$ cat src/verilog/dcachePkg.sv
//####################################################################
// Shared types and defaults for the two-way write-back data cache.
// Import into module bodies; use scoped names in module headers.
//####################################################################
package dcachePkg;

    // Data word or byte address
    typedef logic [31:0] wordT;

    // One enable bit per byte lane
    typedef logic [3:0] byteMaskT;

    // Default geometry passed down from the top level
    parameter int blockWords = 4;
    parameter int numSets = 2;

    // Miss handling sequence
    //   idle      hits served, misses and bypass accesses start here
    //   writeBack dirty victim goes out to the bus, one word per beat
    //   fill      block comes in from the bus, one word per beat
    //   bypass    single uncached beat
    //   done      refilled line answers the waiting access
    typedef enum logic [2:0] {
        idle,
        writeBack,
        fill,
        bypass,
        done
    } cacheStateT;

endpackage

$ cat src/verilog/wayPortIf.sv
//####################################################################
// Way access bundle between the cache controller, the datapath and
// the tag/data storage. One instance per cache, set up at the top.
//####################################################################
interface wayPortIf #(
    parameter int numSets = dcachePkg::numSets,
    parameter int blockWords = dcachePkg::blockWords
);
    import dcachePkg::*;

    localparam int setBits = $clog2(numSets);
    localparam int offBits = $clog2(blockWords);
    localparam int tagBits = 30 - setBits - offBits;

    // Addressing, shared by both ways
    logic [setBits-1:0] setIdx;
    logic [offBits-1:0] wordOff;
    logic [tagBits-1:0] wrTag;

    // Per-way write enables and write values
    logic [1:0] dataWe;
    logic [1:0] tagWe;
    logic [1:0] dirtyWe;
    logic validIn;
    logic dirtyIn;
    wordT wrWord;

    // Read-back of both ways at setIdx / wordOff
    logic [tagBits-1:0] tagOut [2];
    logic [1:0] validOut;
    logic [1:0] dirtyOut;
    wordT wordOut [2];

    // Replacement and bulk invalidate
    logic lruWay;
    logic [1:0] touch;
    logic invAll;

    modport mem (
        input setIdx, wordOff, wrTag, dataWe, tagWe, dirtyWe,
        input validIn, dirtyIn, wrWord, touch, invAll,
        output tagOut, validOut, dirtyOut, wordOut, lruWay
    );

    modport ctrl (
        output dataWe, tagWe, dirtyWe, validIn, dirtyIn, touch, invAll,
        input wrTag, tagOut, validOut, dirtyOut, lruWay
    );

    modport dp (
        output setIdx, wordOff, wrTag, wrWord,
        input wordOut, tagOut
    );

endinterface

$ cat src/verilog/cacheMemory.sv
//####################################################################
// Tag, status and data storage for both ways, plus one LRU bit per
// set. Combinational read, clocked write; driven through wayPortIf.
//####################################################################
module cacheMemory #(
    parameter int numSets = dcachePkg::numSets,
    parameter int blockWords = dcachePkg::blockWords
) (
    input  logic clk,
    input  logic reset,
    wayPortIf.mem way
);
    import dcachePkg::*;

    localparam int setBits = $clog2(numSets);
    localparam int offBits = $clog2(blockWords);
    localparam int tagBits = 30 - setBits - offBits;

    // Block data and tags
    wordT dataMem [2][numSets][blockWords];
    logic [tagBits-1:0] tagMem [2][numSets];

    // Status bits cleared on reset
    logic [numSets-1:0] validMem [2];
    logic [numSets-1:0] dirtyMem [2];

    // Bit holds the least recently used way of each set
    logic [numSets-1:0] lruMem;

    // Read ports
    always_comb begin
        for (int w = 0; w < 2; w++) begin
            way.wordOut[w] = dataMem[w][way.setIdx][way.wordOff];
            way.tagOut[w] = tagMem[w][way.setIdx];
            way.validOut[w] = validMem[w][way.setIdx];
            way.dirtyOut[w] = dirtyMem[w][way.setIdx];
        end
    end

    assign way.lruWay = lruMem[way.setIdx];

    // Word writes from hits and fill beats
    always_ff @(posedge clk) begin
        for (int w = 0; w < 2; w++) begin
            if (way.dataWe[w]) begin
                dataMem[w][way.setIdx][way.wordOff] <= way.wrWord;
            end
        end
    end

    // Tag writes go with the valid bit
    always_ff @(posedge clk) begin
        for (int w = 0; w < 2; w++) begin
            if (way.tagWe[w]) begin
                tagMem[w][way.setIdx] <= way.wrTag;
            end
        end
    end

    // Valid and dirty
    always_ff @(posedge clk) begin
        if (reset) begin
            for (int w = 0; w < 2; w++) begin
                validMem[w] <= '0;
                dirtyMem[w] <= '0;
            end
        end else begin
            for (int w = 0; w < 2; w++) begin
                if (way.invAll) begin
                    // Whole cache dropped along with any dirty data
                    validMem[w] <= '0;
                    dirtyMem[w] <= '0;
                end else begin
                    if (way.tagWe[w]) begin
                        validMem[w][way.setIdx] <= way.validIn;
                    end
                    if (way.dirtyWe[w]) begin
                        dirtyMem[w][way.setIdx] <= way.dirtyIn;
                    end
                end
            end
        end
    end

    // On a touch the other way becomes the victim
    always_ff @(posedge clk) begin
        if (reset) begin
            lruMem <= '0;
        end else begin
            for (int w = 0; w < 2; w++) begin
                if (way.touch[w]) begin
                    lruMem[way.setIdx] <= (w == 0);
                end
            end
        end
    end

endmodule

$ cat src/verilog/cacheController.sv
//####################################################################
// Cache control FSM: hit detection, write-back and fill sequencing,
// uncached bypass beats, LRU touch and the invalidate-all strobe.
//####################################################################
module cacheController #(
    parameter int blockWords = dcachePkg::blockWords
) (
    input  logic clk,
    input  logic reset,
    input  logic MemWriteM,
    input  logic MemtoRegM,
    input  logic Cacheable,
    input  logic InvAll,
    input  logic BusReady,
    output logic Stall,
    output logic HRequestM,
    output logic HWriteM,
    output logic hitWay,
    output logic useVictimTag,
    output logic fillBeat,
    output logic [$clog2(blockWords)-1:0] beatOffset,
    wayPortIf.ctrl way
);
    import dcachePkg::*;

    localparam int offBits = $clog2(blockWords);
    localparam logic [offBits-1:0] lastBeat = offBits'(blockWords - 1);

    cacheStateT state;
    cacheStateT nextState;

    logic [offBits-1:0] beatCount;
    logic access;
    logic hit0;
    logic hit1;
    logic hit;
    logic victimDirty;
    logic beatDone;
    logic hitAccess;

    assign access = MemWriteM | MemtoRegM;

    // Tag compare on both ways at once
    assign hit0 = way.validOut[0] && (way.tagOut[0] == way.wrTag);
    assign hit1 = way.validOut[1] && (way.tagOut[1] == way.wrTag);
    assign hit = hit0 | hit1;

    assign victimDirty = way.validOut[way.lruWay] & way.dirtyOut[way.lruWay];
    assign beatDone = BusReady && (beatCount == lastBeat);
    assign beatOffset = beatCount;

    // Hits are served in idle and in the cycle after a refill
    assign hitAccess = access && Cacheable && hit && (state == idle || state == done);

    // Miss states work on the victim way and all others on the hitting way
    assign hitWay = (state == writeBack || state == fill) ? way.lruWay : hit1;

    always_ff @(posedge clk) begin
        if (reset) begin
            state <= idle;
        end else begin
            state <= nextState;
        end
    end

    // Beat counter wraps at the end of each block transfer
    always_ff @(posedge clk) begin
        if (reset || state == idle) begin
            beatCount <= '0;
        end else if (BusReady && (state == writeBack || state == fill)) begin
            beatCount <= beatCount + 1'b1;
        end
    end

    always_comb begin
        nextState = state;
        Stall = 1'b0;
        HRequestM = 1'b0;
        HWriteM = 1'b0;
        useVictimTag = 1'b0;
        fillBeat = 1'b0;
        way.dataWe = '0;
        way.tagWe = '0;
        way.dirtyWe = '0;
        way.validIn = 1'b0;
        way.dirtyIn = 1'b0;
        way.touch = '0;
        way.invAll = (state == idle) && InvAll;

        case (state)
            idle: begin
                if (access && !Cacheable) begin
                    Stall = 1'b1;
                    nextState = bypass;
                end else if (access && !hit) begin
                    Stall = 1'b1;
                    nextState = victimDirty ? writeBack : fill;
                end
            end
            writeBack: begin
                Stall = 1'b1;
                HRequestM = 1'b1;
                HWriteM = 1'b1;
                useVictimTag = 1'b1;
                if (beatDone) begin
                    nextState = fill;
                end
            end
            fill: begin
                Stall = 1'b1;
                HRequestM = 1'b1;
                fillBeat = 1'b1;
                // Returning words land in the victim way and leave the line clean
                way.dataWe[way.lruWay] = BusReady;
                way.tagWe[way.lruWay] = BusReady;
                way.dirtyWe[way.lruWay] = BusReady;
                way.validIn = 1'b1;
                if (beatDone) begin
                    nextState = done;
                end
            end
            bypass: begin
                HRequestM = 1'b1;
                HWriteM = MemWriteM;
                Stall = !BusReady;
                if (BusReady) begin
                    nextState = idle;
                end
            end
            done: begin
                nextState = idle;
            end
            default: begin
                nextState = idle;
            end
        endcase

        if (hitAccess) begin
            way.touch[hit1] = 1'b1;
            if (MemWriteM) begin
                way.dataWe[hit1] = 1'b1;
                way.dirtyWe[hit1] = 1'b1;
                way.dirtyIn = 1'b1;
            end
        end
    end

endmodule

$ cat src/verilog/cacheDatapath.sv
//####################################################################
// Cache datapath: address split, byte merge of write data, read-data
// select and bus address/data formation for bus beats.
//####################################################################
module cacheDatapath #(
    parameter int numSets = dcachePkg::numSets,
    parameter int blockWords = dcachePkg::blockWords
) (
    input  dcachePkg::wordT VirtA,
    input  dcachePkg::wordT WD,
    input  dcachePkg::byteMaskT ByteMaskM,
    input  dcachePkg::wordT HRData,
    input  logic MemWriteM,
    input  logic hitWay,
    input  logic useVictimTag,
    input  logic fillBeat,
    input  logic [$clog2(blockWords)-1:0] beatOffset,
    input  logic Cacheable,
    output dcachePkg::wordT RD,
    output dcachePkg::wordT HAddr,
    output dcachePkg::wordT HWData,
    wayPortIf.dp way
);
    import dcachePkg::*;

    localparam int setBits = $clog2(numSets);
    localparam int offBits = $clog2(blockWords);
    localparam int tagBits = 30 - setBits - offBits;

    logic [tagBits-1:0] reqTag;
    logic [tagBits-1:0] busTag;
    logic [setBits-1:0] reqSet;
    logic [offBits-1:0] reqOffset;
    logic mergeEn;
    wordT storedWord;
    wordT baseWord;

    // Address fields
    assign reqOffset = VirtA[offBits+1:2];
    assign reqSet = VirtA[offBits+2 +: setBits];
    assign reqTag = VirtA[31 -: tagBits];

    assign way.setIdx = reqSet;
    assign way.wrTag = reqTag;
    // Bus beats walk the block, otherwise the requested word
    assign way.wordOff = (useVictimTag || fillBeat) ? beatOffset : reqOffset;

    assign storedWord = way.wordOut[hitWay];
    assign baseWord = fillBeat ? HRData : storedWord;

    // During a fill only the requested word takes the store data
    assign mergeEn = MemWriteM && (!fillBeat || beatOffset == reqOffset);

    always_comb begin
        for (int b = 0; b < 4; b++) begin
            if (mergeEn && ByteMaskM[b]) begin
                way.wrWord[8*b +: 8] = WD[8*b +: 8];
            end else begin
                way.wrWord[8*b +: 8] = baseWord[8*b +: 8];
            end
        end
    end

    // Uncached reads come straight off the bus
    assign RD = Cacheable ? storedWord : HRData;

    // Victim tag while writing back, request tag while filling
    assign busTag = useVictimTag ? way.tagOut[hitWay] : reqTag;
    assign HAddr = Cacheable ? {busTag, reqSet, way.wordOff, 2'b00} : VirtA;
    assign HWData = Cacheable ? storedWord : WD;

endmodule

$ cat src/verilog/dataCache.sv
//####################################################################
// Two-way set-associative write-back data cache, top level.
// Processor memory-stage ports on one side, word-wide bus on the other.
//####################################################################
module dataCache #(
    parameter int numSets = dcachePkg::numSets,
    parameter int blockWords = dcachePkg::blockWords
) (
    input  logic clk,
    input  logic reset,
    // Processor side
    input  logic MemWriteM,
    input  logic MemtoRegM,
    input  logic Cacheable,
    input  logic InvAll,
    input  dcachePkg::wordT VirtA,
    input  dcachePkg::wordT WD,
    input  dcachePkg::byteMaskT ByteMaskM,
    output dcachePkg::wordT RD,
    output logic Stall,
    // Bus side
    input  logic BusReady,
    input  dcachePkg::wordT HRData,
    output logic HRequestM,
    output logic HWriteM,
    output dcachePkg::wordT HAddr,
    output dcachePkg::wordT HWData
);
    localparam int offBits = $clog2(blockWords);

    logic hitWay;
    logic useVictimTag;
    logic fillBeat;
    logic [offBits-1:0] beatOffset;

    wayPortIf #(.numSets(numSets), .blockWords(blockWords)) way ();

    cacheMemory #(.numSets(numSets), .blockWords(blockWords)) mem (
        .clk(clk),
        .reset(reset),
        .way(way)
    );

    cacheController #(.blockWords(blockWords)) ctrl (
        .clk(clk),
        .reset(reset),
        .MemWriteM(MemWriteM),
        .MemtoRegM(MemtoRegM),
        .Cacheable(Cacheable),
        .InvAll(InvAll),
        .BusReady(BusReady),
        .Stall(Stall),
        .HRequestM(HRequestM),
        .HWriteM(HWriteM),
        .hitWay(hitWay),
        .useVictimTag(useVictimTag),
        .fillBeat(fillBeat),
        .beatOffset(beatOffset),
        .way(way)
    );

    cacheDatapath #(.numSets(numSets), .blockWords(blockWords)) dp (
        .VirtA(VirtA),
        .WD(WD),
        .ByteMaskM(ByteMaskM),
        .HRData(HRData),
        .MemWriteM(MemWriteM),
        .hitWay(hitWay),
        .useVictimTag(useVictimTag),
        .fillBeat(fillBeat),
        .beatOffset(beatOffset),
        .Cacheable(Cacheable),
        .RD(RD),
        .HAddr(HAddr),
        .HWData(HWData),
        .way(way)
    );

endmodule

$ cat config.mk
export PLATFORM = sky130hd
export DESIGN_NAME = dataCache
export DESIGN_NICKNAME = d
export VERILOG_FILES = /design/src/verilog/dcachePkg.sv /design/src/verilog/wayPortIf.sv /design/src/verilog/cacheMemory.sv /design/src/verilog/cacheController.sv /design/src/verilog/cacheDatapath.sv /design/src/verilog/dataCache.sv
export SDC_FILE = /design/constraint.sdc
export NUM_CORES = 1
export LEC_CHECK = 0
export BUFFER_PORTS_ARGS = -buffer_cell sky130_fd_sc_hd__buf_2
export CAP_MARGIN = 10
export CORE_MARGIN = 2
export CORE_UTILIZATION = 39
export CTS_CLUSTER_SIZE = 25
export DETAILED_ROUTE_END_ITERATION = 8
export GPL_ROUTABILITY_DRIVEN = 0
export MAX_ROUTING_LAYER = met4
export REMOVE_ABC_BUFFERS = 1
export SYNTH_ARGS = -nofsm -noshare
export SYNTH_HDL_FRONTEND = slang
export SYNTH_HIERARCHICAL = 1
export SYNTH_SLANG_ARGS = --single-unit
$ cat constraint.sdc
create_clock -name clk -period 7.63 [get_ports clk]
set_input_delay 0.763 -clock clk [delete_from_list [all_inputs] [get_ports clk]]
set_output_delay 0.763 -clock clk [all_outputs]
set_load 0.01 [all_outputs]
# After elaboration in Yosys (flattened, before gate mapping)
# Memory sizes are Yosys's and may differ from the RTL's.
# Cells that the tools add are included.
# op_classes
add_sub_neg	1
order_cmp	11
n_eq_ne	12
mux	127
n_bitwise	23
n_reduce_logical	35
# op_table
op	n
$mux 256	4
$mux 128	7
$mux 32	12
$mux 27	11
$reduce_or 256->1	1
$mux 54	4
$bmux 32 s2	2
$demux 128 s1	1
$demux 32 s2	1
$eq 27x27->1	2
$reduce_or 54->1	1
$mux 1	52
$mux 2	17
$mux 8	4
$demux 27 s1	1
$logic_and 1x1->1	20
$mux 3	5
$or 1x1->1	14
$pmux 3 s4	1
$eq 3x2->1 const B	2
$lt 1x2->1 const B	3
$logic_or 1x1->1	5
$and 2x2->2	2
$ge 2x2->1 const B	2
25 further kinds	35
# word_totals
ff_bits	7
ram_bits	628
out_inout_bits	99
memories	4
# memory_table
name	words	width	read_ports	rd_ports_with_merged_regs	wr	line	rtl
mem.dataMem	2	256	2	0	1	cacheMemory.sv:20	wordT dataMem [2][numSets][blockWords];
mem.tagMem	2	54	2	0	1	cacheMemory.sv:21	logic [tagBits-1:0] tagMem [2][numSets];
mem.dirtyMem	2	2	2	0	2	cacheMemory.sv:25	logic [numSets-1:0] dirtyMem [2];
mem.validMem	2	2	2	0	2	cacheMemory.sv:24	logic [numSets-1:0] validMem [2];

# Longest topological paths before layout
# Gate-level depths: netlist of run 1.
# logic_depth
word_depth	18
ltp_mapped	15
ltp_nobuf	10

# Cells and area by module
# Netlist of run 1, hierarchy kept.
# by_module_without_submodules
module	instances	cells_each	area_per_inst_um2	seq_area_each_um2
cacheMemory	1	988	23944.2	18898.1
cacheDatapath	1	377	2793.9	0.0
cacheController	1	140	1086.0	100.1

# Worst setup path after synthesis of run 1
# Ideal clock, no wire load.
# synth_timing
kind	input-to-reg
startpoint	input port VirtA[4]
endpoint	memory mem/dataMem[0][416] (netlist name), enable pin
setup_time_ns	0.461
arrival_time_ns	5.215
t_required_ns	7.169
slack_ns	1.955
path_stages	12
path_buffers	4
cell_sequence	buf_4 clkbuf_1 clkbuf_1 buf_2 mux2_2 xnor2_1 nand4_1 nor4_2 nand4_2 o21bai_1 nand2_1 nor3_1
# synth_lines
item	line	rtl
start, declared	dataCache.sv:16	input dcachePkg::wordT VirtA,
end, declared	cacheMemory.sv:20	

==> key figures, run 1 <==
Yosys
  • Area contributors post-synth: edfxtp_1 (68%), mux4_2 (10%), mux2_2 (4.3%)
  • Syn Area/Cell: 18.5 um2
  • Cell Area, Synth: 0.0278 mm2
  • Fraction of the yosys area taken by sequential cells: 0.683
  • Count of mapped cells out of synthesis: 1,505
  • Number of register bits inferred by synthesis: 635
  • Synth Flop Type: edfxtp_1
  • Proportion of netlist area held by the largest area contributor: 0.678
  • Library cell with the largest summed area after synthesis: edfxtp_1
  • Distinct cell type count after synthesis: 51
  • Async set-or-reset flop fraction in the synthesized netlist: 0
  • Number of flops mapped to enable cells by yosys: 628
  • Count of warnings emitted by yosys: 6

Cells and area
  • Layout Nets: 1,810
  • Core Util, Final: 0.452
  • Total inserted antenna cells: 0
  • Share of layout cells above drive strength 1: 0.368
  • Layout overhead on the synthesized area: 14.4%
  • Non-Filler Instances: 2,691

Pwr
  • Comb pwr share: 0.249
  • Switching power as a share of total power: 0.277
  • Max rail drop VDD: 0.225 mV
  • Pwr Density: 318 mW/mm2
  • Internal power contribution: 0.00731 W
  • Static power due to leakage: 10.6 nW
  • Total net switching power: 0.00280 W
  • Clock share of power: 0.312
  • Total design power: 0.0101 W
  • Portion of total power attributed to sequential cells: 0.439

Clock tree
  • Number of sinks driven by the clock tree: 635
  • Cell chosen for the clock root: clkbuf_16
  • PostCTS Resize Cnt: 0
  • Maximum level of the CTS H-tree: 3
  • Hold-fix buffer count after cts: 0
  • Maximum count of clock buffers along a single path: 3
  • Inserted Clock Buffers: 69
  • Clock tree from TritonCTS: built
  • Clock latency at the later pin of the worst-skew pair: 0.62 ns
  • Clock-pin transition on the worst setup and hold timing paths: 0.05 ns
  • Post-CTS setup buffer count: 0

Setup path
  • Largest fanout of any net on the critical path: 44
  • Worst path top cell family by delay: buffers and inverters
  • Sort of element at the end of the critical path: output pin
  • Start-to-end type of the worst setup path: input port to output pin
  • Worst stage delay on the critical path: 0.64 ns
  • Combined buffer and inverter count along the critical path: 4
  • Worst EP arrival: 5.03 ns
  • Critical path cell sequence: buf_4, buf_4, mux2_2, xnor2_1, nand4_1, nor4_2, nand4_2, o21ai_4, buf_4, mux2i_1, nand2_1, o21a_1, buf_2
  • Slowest cell on crit path: buf_4
  • Sort of element at the start of the critical path: input port
  • Most prevalent standard cell on the critical path: buf_4
  • Required time at the endpoint of the critical path: 6.87 ns

Global route
  • Via count of the first global-routing pass: 14,300
  • Maximum number of pins on one net before global-route repair: 79
  • First-pass GRT wire length: 93,500 um
  • Total congestion overflow after global routing: 0
  • Antenna violations before repair: 0
  • Total routing usage reported by global routing: 0.176

Placement
  • DPL Wire Length: 36,600 um
  • Cell count after placement: 2,571
  • Count of buffers inserted at the top-level ports: 205

Drt
  • DR WL/cell: 23.5 um
  • Total wirelength of the detailed-routed design: 63,300 um
  • Via count of the routed design: 14,200
  • Antenna-violating nets left: 0
  • Total DRC errors in the routed layout: 0
  • Via/cell ratio: 5.27
  • First-pass DRT Iterations: 5
  • Initial DRC count: 1,193

Floorplanning
  • Area of the core: 0.0704 mm2
  • Overall die area: 0.0735 mm2
  • Die width: 271 um
  • Die span in y: 271 um
  • Number of core rows: 97
  • I/O Pins: 206
  • Initial standard-cell utilization of the core: 0.395

STA
  • Tightest Pin Transition: 1.06 ns
  • Setup violators final: 0
  • Slew Limit Fails: 0
  • Relative slew slack: 0.292
  • Maximum operating frequency: 0.173 GHz
  • Setup repair after global routing missed its margin: false
  • Worst-case clock skew: 0.0303 ns
  • Final period utilization: 0.759
  • Fin. Hold Viols: 0
  • Time the worst path needs with I/O delays and setup: 5.79 ns

Min path
  • Worst min path class: input port to register

Flow run
  • Number of maximum-capacitance violations: 0

Run status
  • Outcome: completed
## flip-flops by register name, summed over array words and instances (netlist names)
register         count
ctrl/beatOffset      2
mem/tagMem         108
mem/validMem         4
ctrl/state           3
mem/dirtyMem         4
mem/lruMem           2
mem/dataMem        512
## final timing paths
| kind | startpoint | endpoint | slack [ns] | cells past startpoint |
|---|---|---|---|---|
| min reg2reg | mem/lruMem[0]$_SDFF_PP0_ | mem/lruMem[0]$_SDFF_PP0_ | 0.48 | 2 |
| min | VirtA[20] | mem/tagMem[0][96]$_DFFE_PP_ | 0.44 | 1 |
| max reg2reg | ctrl/state[2]$_SDFFE_PP0P_ | mem/dataMem[0][104]$_DFFE_PP_ | 2.93 | 11 |
| max | VirtA[4] | RD[8] | 1.84 | 13 |
## Yosys cell counts, drive strengths merged, types with 3 or more instances
| library cell | instances |
|---|---|
| edfxtp | 628 |
| mux2 | 158 |
| mux4 | 128 |
| mux2i | 93 |
| buf | 75 |
| o21a | 64 |
| nor2 | 59 |
| nand2 | 55 |
| inv | 40 |
| clkbuf | 34 |
| xnor2 | 33 |
| a21oi | 32 |
| xor2 | 24 |
| nand2b | 10 |
| nand4 | 10 |
| nor3 | 9 |
| nor4 | 8 |
| dfxtp | 7 |
| nand3 | 5 |
| nand3b | 4 |
| o21ai | 4 |
| nor2b | 3 |
| nor3b | 3 |
## layout by cell type (no fill, tap or decap), types with 3 or more instances in the layout
| cell type | n |
|---|---|
| nand3b_4 | 4 |
| nand4_1 | 9 |
| mux4_2 | 123 |
| clkbuf_1 | 13 |
| a21oi_1 | 31 |
| buf_4 | 31 |
| inv_1 | 39 |
| clkinv_1 | 14 |
| nor2b_1 | 3 |
| mux2i_1 | 93 |
| o21a_1 | 64 |
| nor2_1 | 47 |
| mux2_2 | 104 |
| nor3_2 | 5 |
| nand2_1 | 55 |
| nand3_1 | 5 |
| clkbuf_16 | 71 |
| clkinv_2 | 11 |
| buf_2 | 203 |
| nor4_1 | 5 |
| mux4_1 | 5 |
| nor2_4 | 12 |
| xnor2_1 | 33 |
| bufinv_16 | 3 |
| mux2_4 | 53 |
| edfxtp_1 | 628 |
| xor2_1 | 24 |
| nor4_2 | 3 |
| dfxtp_1 | 7 |
| o21ai_0 | 3 |
| nor3_1 | 4 |
| nand2b_1 | 10 |
## logic make-up after synthesis
kind of cell | share of synthesized area
compound gates | 0.0269
buf+inv | 0.0313
fa+ha+maj | 0.00121
mux | 0.209
xor+xnor | 0.0179
flops | 0.683
simple gates | 0.0312
## routing by layer
metal / GRT usage / vias up / share of wire
li1: - / 6312 / -
met1: 0.236 / 7392 / 0.44
met2: 0.287 / 395 / 0.49
met3: 0.0257 / 71 / 0.049
met4: 0.0386 / 0 / 0.016
met5: - / - / 0
## metrics by stage
| stage | area, um2 | hold slack (ns) | TNS, ns | worst slack [ns] |
|---|---|---|---|---|
| final | 31800 | 0.442 | 0 | 1.84 |
| after global routing | 31800 | 0.424 | 0 | 1.52 |
| after CTS | 31800 | 0.409 | 0 | 1.78 |
| after detailed placement | 29700 | 0.468 | 0 | 1.82 |
| after global placement | 29700 | 0.459 | 0 | 1.95 |
| after floorplan | 27100 | 0.439 | -2066.71 | -2.31 |
## layout make-up
cell class                 instances  area (um2)
inverter                          40         153
timing repair buffer             235        1270
tap                              940        1180
clock inverter                    36         317
fill                            6048       38600
multi-input combinational        721        8100
sequential                       635       19000
clock buffer                      84        1830
## power groups by stage
| stage | registers [W] | logic (W) | clock network (W) |
|---|---|---|---|
| after floorplan | 0.00450 | 0.00185 | 0 |
| after CTS | 0.00444 | 0.00257 | 0.00322 |
| final | 0.00444 | 0.00251 | 0.00316 |
| after global placement | 0.00451 | 0.00251 | 0 |
| after detailed placement | 0.00451 | 0.00255 | 0 |
| after global routing | 0.00445 | 0.00274 | 0.00337 |
Note: power is estimated with default switching activity, not from simulation.
==> inputs of run 2 (changes only) <==
==> constraint.sdc (replaced) <==
create_clock -name clk -period 5.6 [get_ports clk]
set_input_delay 0.56 -clock clk [delete_from_list [all_inputs] [get_ports clk]]
set_output_delay 0.56 -clock clk [all_outputs]
set_load 0.01 [all_outputs]
==> key figures, run 2 (same netlist as run 1, synthesis figures left out) <==
STA
  • Worst-case clock skew: 0.0220 ns
  • Final period utilization: 0.881
  • Final Hold Slack: 0.252 ns
  • Fin. Hold Viols: 0
  • Maximum operating frequency: 0.203 GHz
  • Relative slew slack: 0.316
  • Tightest Pin Transition: 1.03 ns
  • Post-route setup TNS: 0 ns
  • Time the worst path needs with I/O delays and setup: 4.94 ns
  • Slew Limit Fails: 0
  • Setup repair after global routing missed its margin: false
  • Setup violators final: 0

Floorplanning
  • Overall die area: 0.0735 mm2
  • Area of the core: 0.0704 mm2
  • Die span in y: 271 um
  • Die width: 271 um
  • Number of core rows: 97
  • Initial standard-cell utilization of the core: 0.395
  • I/O Pins: 206

Drt
  • DR WL/cell: 23.0 um
  • Initial DRC count: 1,024
  • Total DRC errors in the routed layout: 0
  • Total wirelength of the detailed-routed design: 62,200 um
  • Antenna-violating nets left: 0
  • Via/cell ratio: 5.23
  • First-pass DRT Iterations: 6
  • Via count of the routed design: 14,200

Clock tree
  • Post-CTS setup buffer count: 0
  • Number of sinks driven by the clock tree: 635
  • Hold-fix buffer count after cts: 0
  • Clock latency at the later pin of the worst-skew pair: 0.60 ns
  • PostCTS Resize Cnt: 0
  • Cell chosen for the clock root: clkbuf_16
  • Clock-pin transition on the worst setup and hold timing paths: 0.06 ns
  • Maximum level of the CTS H-tree: 3
  • Clock tree from TritonCTS: built
  • Inserted Clock Buffers: 69
  • Maximum count of clock buffers along a single path: 3

Cells and area
  • Fin area: 0.0321 mm2
  • Layout overhead on the synthesized area: 15.2%
  • Commonest non-fill, non-tap cells in the layout: edfxtp_1 (628), buf_2 (203), mux4_2 (123), mux2_2 (104), mux2i_1 (93)
  • Share of layout cells above drive strength 1: 0.375
  • Commonest non-fill, non-tap cell in the layout: edfxtp_1
  • Non-Filler Instances: 2,708
  • Biggest register: mem/dataMem
  • Regs by FF count: mem/dataMem (512), mem/tagMem (108)
  • Number of flip-flops in the largest register: 512
  • Layout Nets: 1,826

Min path
  • Worst Min Path Start: VirtA[15]
  • Worst min path class: input port to register

Setup path
  • Worst Setup SP: ctrl/state[2]$_SDFFE_PP0P_
  • Slowest cell on crit path: mux2_8
  • Required time at the endpoint of the critical path: 5.04 ns
  • Worst path top cell family by delay: multiplexers
  • Sort of element at the start of the critical path: register
  • Worst r2r src: ctrl/state[2]$_SDFFE_PP0P_
  • Worst stage delay on the critical path: 0.66 ns
  • Critical path cell sequence: inv_1, nand2_1, nor2_1, nor2_1, mux2_8, buf_12, mux4_1, mux2_4, mux2i_1, nand2_1, o21a_1, buf_2
  • Start-to-end type of the worst setup path: register to output pin
  • Sort of element at the end of the critical path: output pin
  • Largest fanout of any net on the critical path: 51
  • Combined buffer and inverter count along the critical path: 3
  • Worst EP arrival: 4.38 ns

Placement
  • Cell count after placement: 2,587
  • Instance area after placement: 0.0299 mm2
  • DPL Wire Length: 38,100 um
  • Count of buffers inserted at the top-level ports: 205

Global route
  • Antenna violations before repair: 2
  • Maximum number of pins on one net before global-route repair: 58
  • Via count of the first global-routing pass: 14,500
  • First-pass GRT wire length: 92,400 um
  • Total congestion overflow after global routing: 0
  • Total routing usage reported by global routing: 0.174

Pwr
  • Static power due to leakage: 10.7 nW
  • Pwr Density: 436 mW/mm2
  • Max rail drop VDD: 0.256 mV

Flow run
  • Number of maximum-capacitance violations: 0

Run status
  • Outcome: completed
[run 2: routing by layer]
metal  vias to the layer above  track usage  wire length, um
met5                         -            -                0
li1                       6356            -                -
met3                        74       0.0292             3740
met4                         0       0.0476             1210
met2                       406        0.283            30600
met1                      7322        0.228            26700
[run 2: path summary, 6_finish.rpt]
kind	slack [ns]	end	cells after the start
max	0.66	RD[11]	12
min	0.25	mem/tagMem[0][10]$_DFFE_PP_	1
min reg2reg	0.51	mem/lruMem[0]$_SDFF_PP0_	2
max reg2reg	1.38	mem/dataMem[0][178]$_DFFE_PP_	11
[run 2: worst register-to-register path, stage by stage, from the launching register on]
cell and delay [ns]:
dfxtp_1 0.52, inv_1 0.13, nand2_1 0.10, nor2_1 0.06
nor2_1 0.27, mux2_8 0.66, buf_12 0.45, mux4_2 0.57
mux2_4 0.27, mux2i_1 0.33, mux2i_1 0.11, mux2_2 0.44
[run 2: layout make-up]
cell class | count | area, um2
timing repair buffer | 251 | 1430
antenna | 2 | 5.00
clock buffer | 84 | 1810
multi-input combinational | 721 | 8100
tap | 940 | 1180
inverter | 40 | 153
fill | 6064 | 38300
sequential | 635 | 19000
clock inverter | 35 | 378
[run 2: per-stage QoR]
| step | util | setup slack, ns | power, W |
|---|---|---|---|
| after global placement | 0.424 | 0.657 | 0.00962 |
| after CTS | 0.455 | 0.499 | 0.0142 |
| after detailed placement | 0.424 | 0.677 | 0.00971 |
| after floorplan | - | -4.34 | 0.00866 |
| after global routing | 0.455 | 0.263 | 0.0146 |
| final | 0.455 | 0.664 | 0.0140 |
[run 2: power by group]
part           switching, W  internal (W)
registers         0.0000507       0.00600
clock network       0.00179       0.00263
logic               0.00198       0.00151
total               0.00382        0.0101
==> inputs of run 3 (changes only) <==
==> constraint.sdc (replaced) <==
create_clock -name clk -period 5.6 [get_ports clk]
set_input_delay 0.56 -clock clk [delete_from_list [all_inputs] [get_ports clk]]
set_output_delay 0.56 -clock clk [all_outputs]
set_load 0.02 [all_outputs]
==> key figures, run 3 (same netlist as run 1, synthesis figures left out) <==
Cells and area
  • Commonest non-fill, non-tap cell in the layout: edfxtp_1
  • Fin area: 0.0319 mm2
  • Number of flip-flops in the largest register: 512
  • Filler Cell Count: 6,111
  • Layout overhead on the synthesized area: 14.8%
  • Layout Nets: 1,823
  • Total inserted antenna cells: 0
  • Share of layout cells above drive strength 1: 0.370
  • Regs by FF count: mem/dataMem (512), mem/tagMem (108)
  • Commonest non-fill, non-tap cells in the layout: edfxtp_1 (628), buf_2 (203), mux4_2 (123), mux2_2 (104), mux2i_1 (93)
  • Biggest register: mem/dataMem

Global route
  • Total congestion overflow after global routing: 0
  • First-pass GRT wire length: 93,100 um
  • Antenna violations before repair: 1
  • Total routing usage reported by global routing: 0.175
  • Maximum number of pins on one net before global-route repair: 58
  • Via count of the first global-routing pass: 14,600

STA
  • Slew Limit Fails: 0
  • Relative slew slack: 0.320
  • Maximum operating frequency: 0.198 GHz
  • Fin. Hold Viols: 0
  • Setup slack after layout: 0.561 ns
  • Worst-case clock skew: 0.0243 ns
  • Setup violators final: 0
  • Final Hold Slack: 0.245 ns
  • Setup repair after global routing missed its margin: false
  • Tightest Pin Transition: 1.02 ns
  • Time the worst path needs with I/O delays and setup: 5.04 ns
  • Final period utilization: 0.900

Floorplanning
  • Die width: 271 um
  • Area of the core: 0.0704 mm2
  • Initial standard-cell utilization of the core: 0.395
  • Number of core rows: 97
  • Die span in y: 271 um
  • I/O Pins: 206
  • Overall die area: 0.0735 mm2

Clock tree
  • Maximum count of clock buffers along a single path: 3
  • Inserted Clock Buffers: 68
  • Hold-fix buffer count after cts: 0
  • Maximum level of the CTS H-tree: 3
  • PostCTS Resize Cnt: 0
  • Post-CTS setup buffer count: 0
  • Number of sinks driven by the clock tree: 635
  • Clock-pin transition on the worst setup and hold timing paths: 0.06 ns
  • Clock latency at the later pin of the worst-skew pair: 0.61 ns
  • Clock tree from TritonCTS: built
  • Cell chosen for the clock root: clkbuf_16

Drt
  • First-pass DRT Iterations: 5
  • Via count of the routed design: 14,200
  • Antenna-violating nets left: 0
  • Total wirelength of the detailed-routed design: 62,300 um
  • Via/cell ratio: 5.26
  • Initial DRC count: 976
  • Total DRC errors in the routed layout: 0
  • DR WL/cell: 23.0 um

Setup path
  • Worst r2r src: ctrl/state[2]$_SDFFE_PP0P_
  • Worst EP arrival: 4.48 ns
  • Sort of element at the start of the critical path: register
  • Worst Setup SP: ctrl/state[2]$_SDFFE_PP0P_
  • Worst path top cell family by delay: multiplexers
  • Largest fanout of any net on the critical path: 49
  • Critical path cell sequence: inv_1, nand2_1, nor2_1, nor2_1, mux2_8, buf_4, mux4_2, mux2_4, mux2i_1, nand2_1, o21a_1, buf_2
  • Required time at the endpoint of the critical path: 5.04 ns
  • Sort of element at the end of the critical path: output pin
  • Combined buffer and inverter count along the critical path: 3
  • Slowest cell on crit path: mux2_8
  • Worst stage delay on the critical path: 0.62 ns
  • Start-to-end type of the worst setup path: register to output pin

Placement
  • Instance area after placement: 0.0299 mm2
  • Count of buffers inserted at the top-level ports: 205
  • Setup Slack @ Placement: 0.749 ns
  • DPL Wire Length: 37,500 um

Pwr
  • Static power due to leakage: 10.6 nW
  • Pwr Density: 434 mW/mm2
  • Max rail drop VDD: 0.289 mV

Run status
  • Outcome: completed

Min path
  • Worst min path class: input port to register
  • Worst Min Path Start: VirtA[18]

Flow run
  • Number of maximum-capacitance violations: 0
[run 3: final cells by class]
| cell class | count | area, um2 | area share |
|---|---|---|---|
| Inverter | 40 | 153 | 0.00478 |
| Clock buffer | 85 | 1830 | 0.0573 |
| Sequential cell | 635 | 19000 | 0.595 |
| Tap cell | 940 | 1180 | 0.0368 |
| Clock inverter | 34 | 239 | 0.00748 |
| Timing Repair Buffer | 249 | 1440 | 0.0450 |
| Multi-Input combinational cell | 721 | 8100 | 0.254 |
[run 3: worst paths after layout]
path / cells past startpoint / slack (ns) / to
max: 12 / 0.56 / HWData[21]
min: 1 / 0.25 / mem/tagMem[0][67]$_DFFE_PP_
max reg2reg: 11 / 1.30 / mem/dataMem[0][245]$_DFFE_PP_
min reg2reg: 2 / 0.48 / mem/lruMem[0]$_SDFF_PP0_
[run 3: report_power, final]
group	switching, W	total (W)	internal (W)
clock network	0.00179	0.00420	0.00241
registers	0.0000511	0.00605	0.00600
logic	0.00209	0.00361	0.00151
[run 3: metrics by stage]
stage,power [W],setup TNS [ns],instances,utilization
6_report,0.0139,0,2704,0.454
5_1_grt,0.0145,0,2704,0.454
4_1_cts,0.0141,0,2704,0.454
3_5_place_dp,0.00983,0,2585,0.424
3_3_place_gp,0.00975,0,2585,0.424
2_1_floorplan,0.00877,-4311.12,1396,-
[run 3: metal layers]
| metal | track usage | up-vias | part of all wire |
|---|---|---|---|
| met5 | - | - | 0 |
| met2 | 0.285 | 378 | 0.49 |
| met1 | 0.229 | 7415 | 0.44 |
| met4 | 0.0499 | 0 | 0.021 |
| li1 | - | 6343 | - |
| met3 | 0.0267 | 92 | 0.048 |
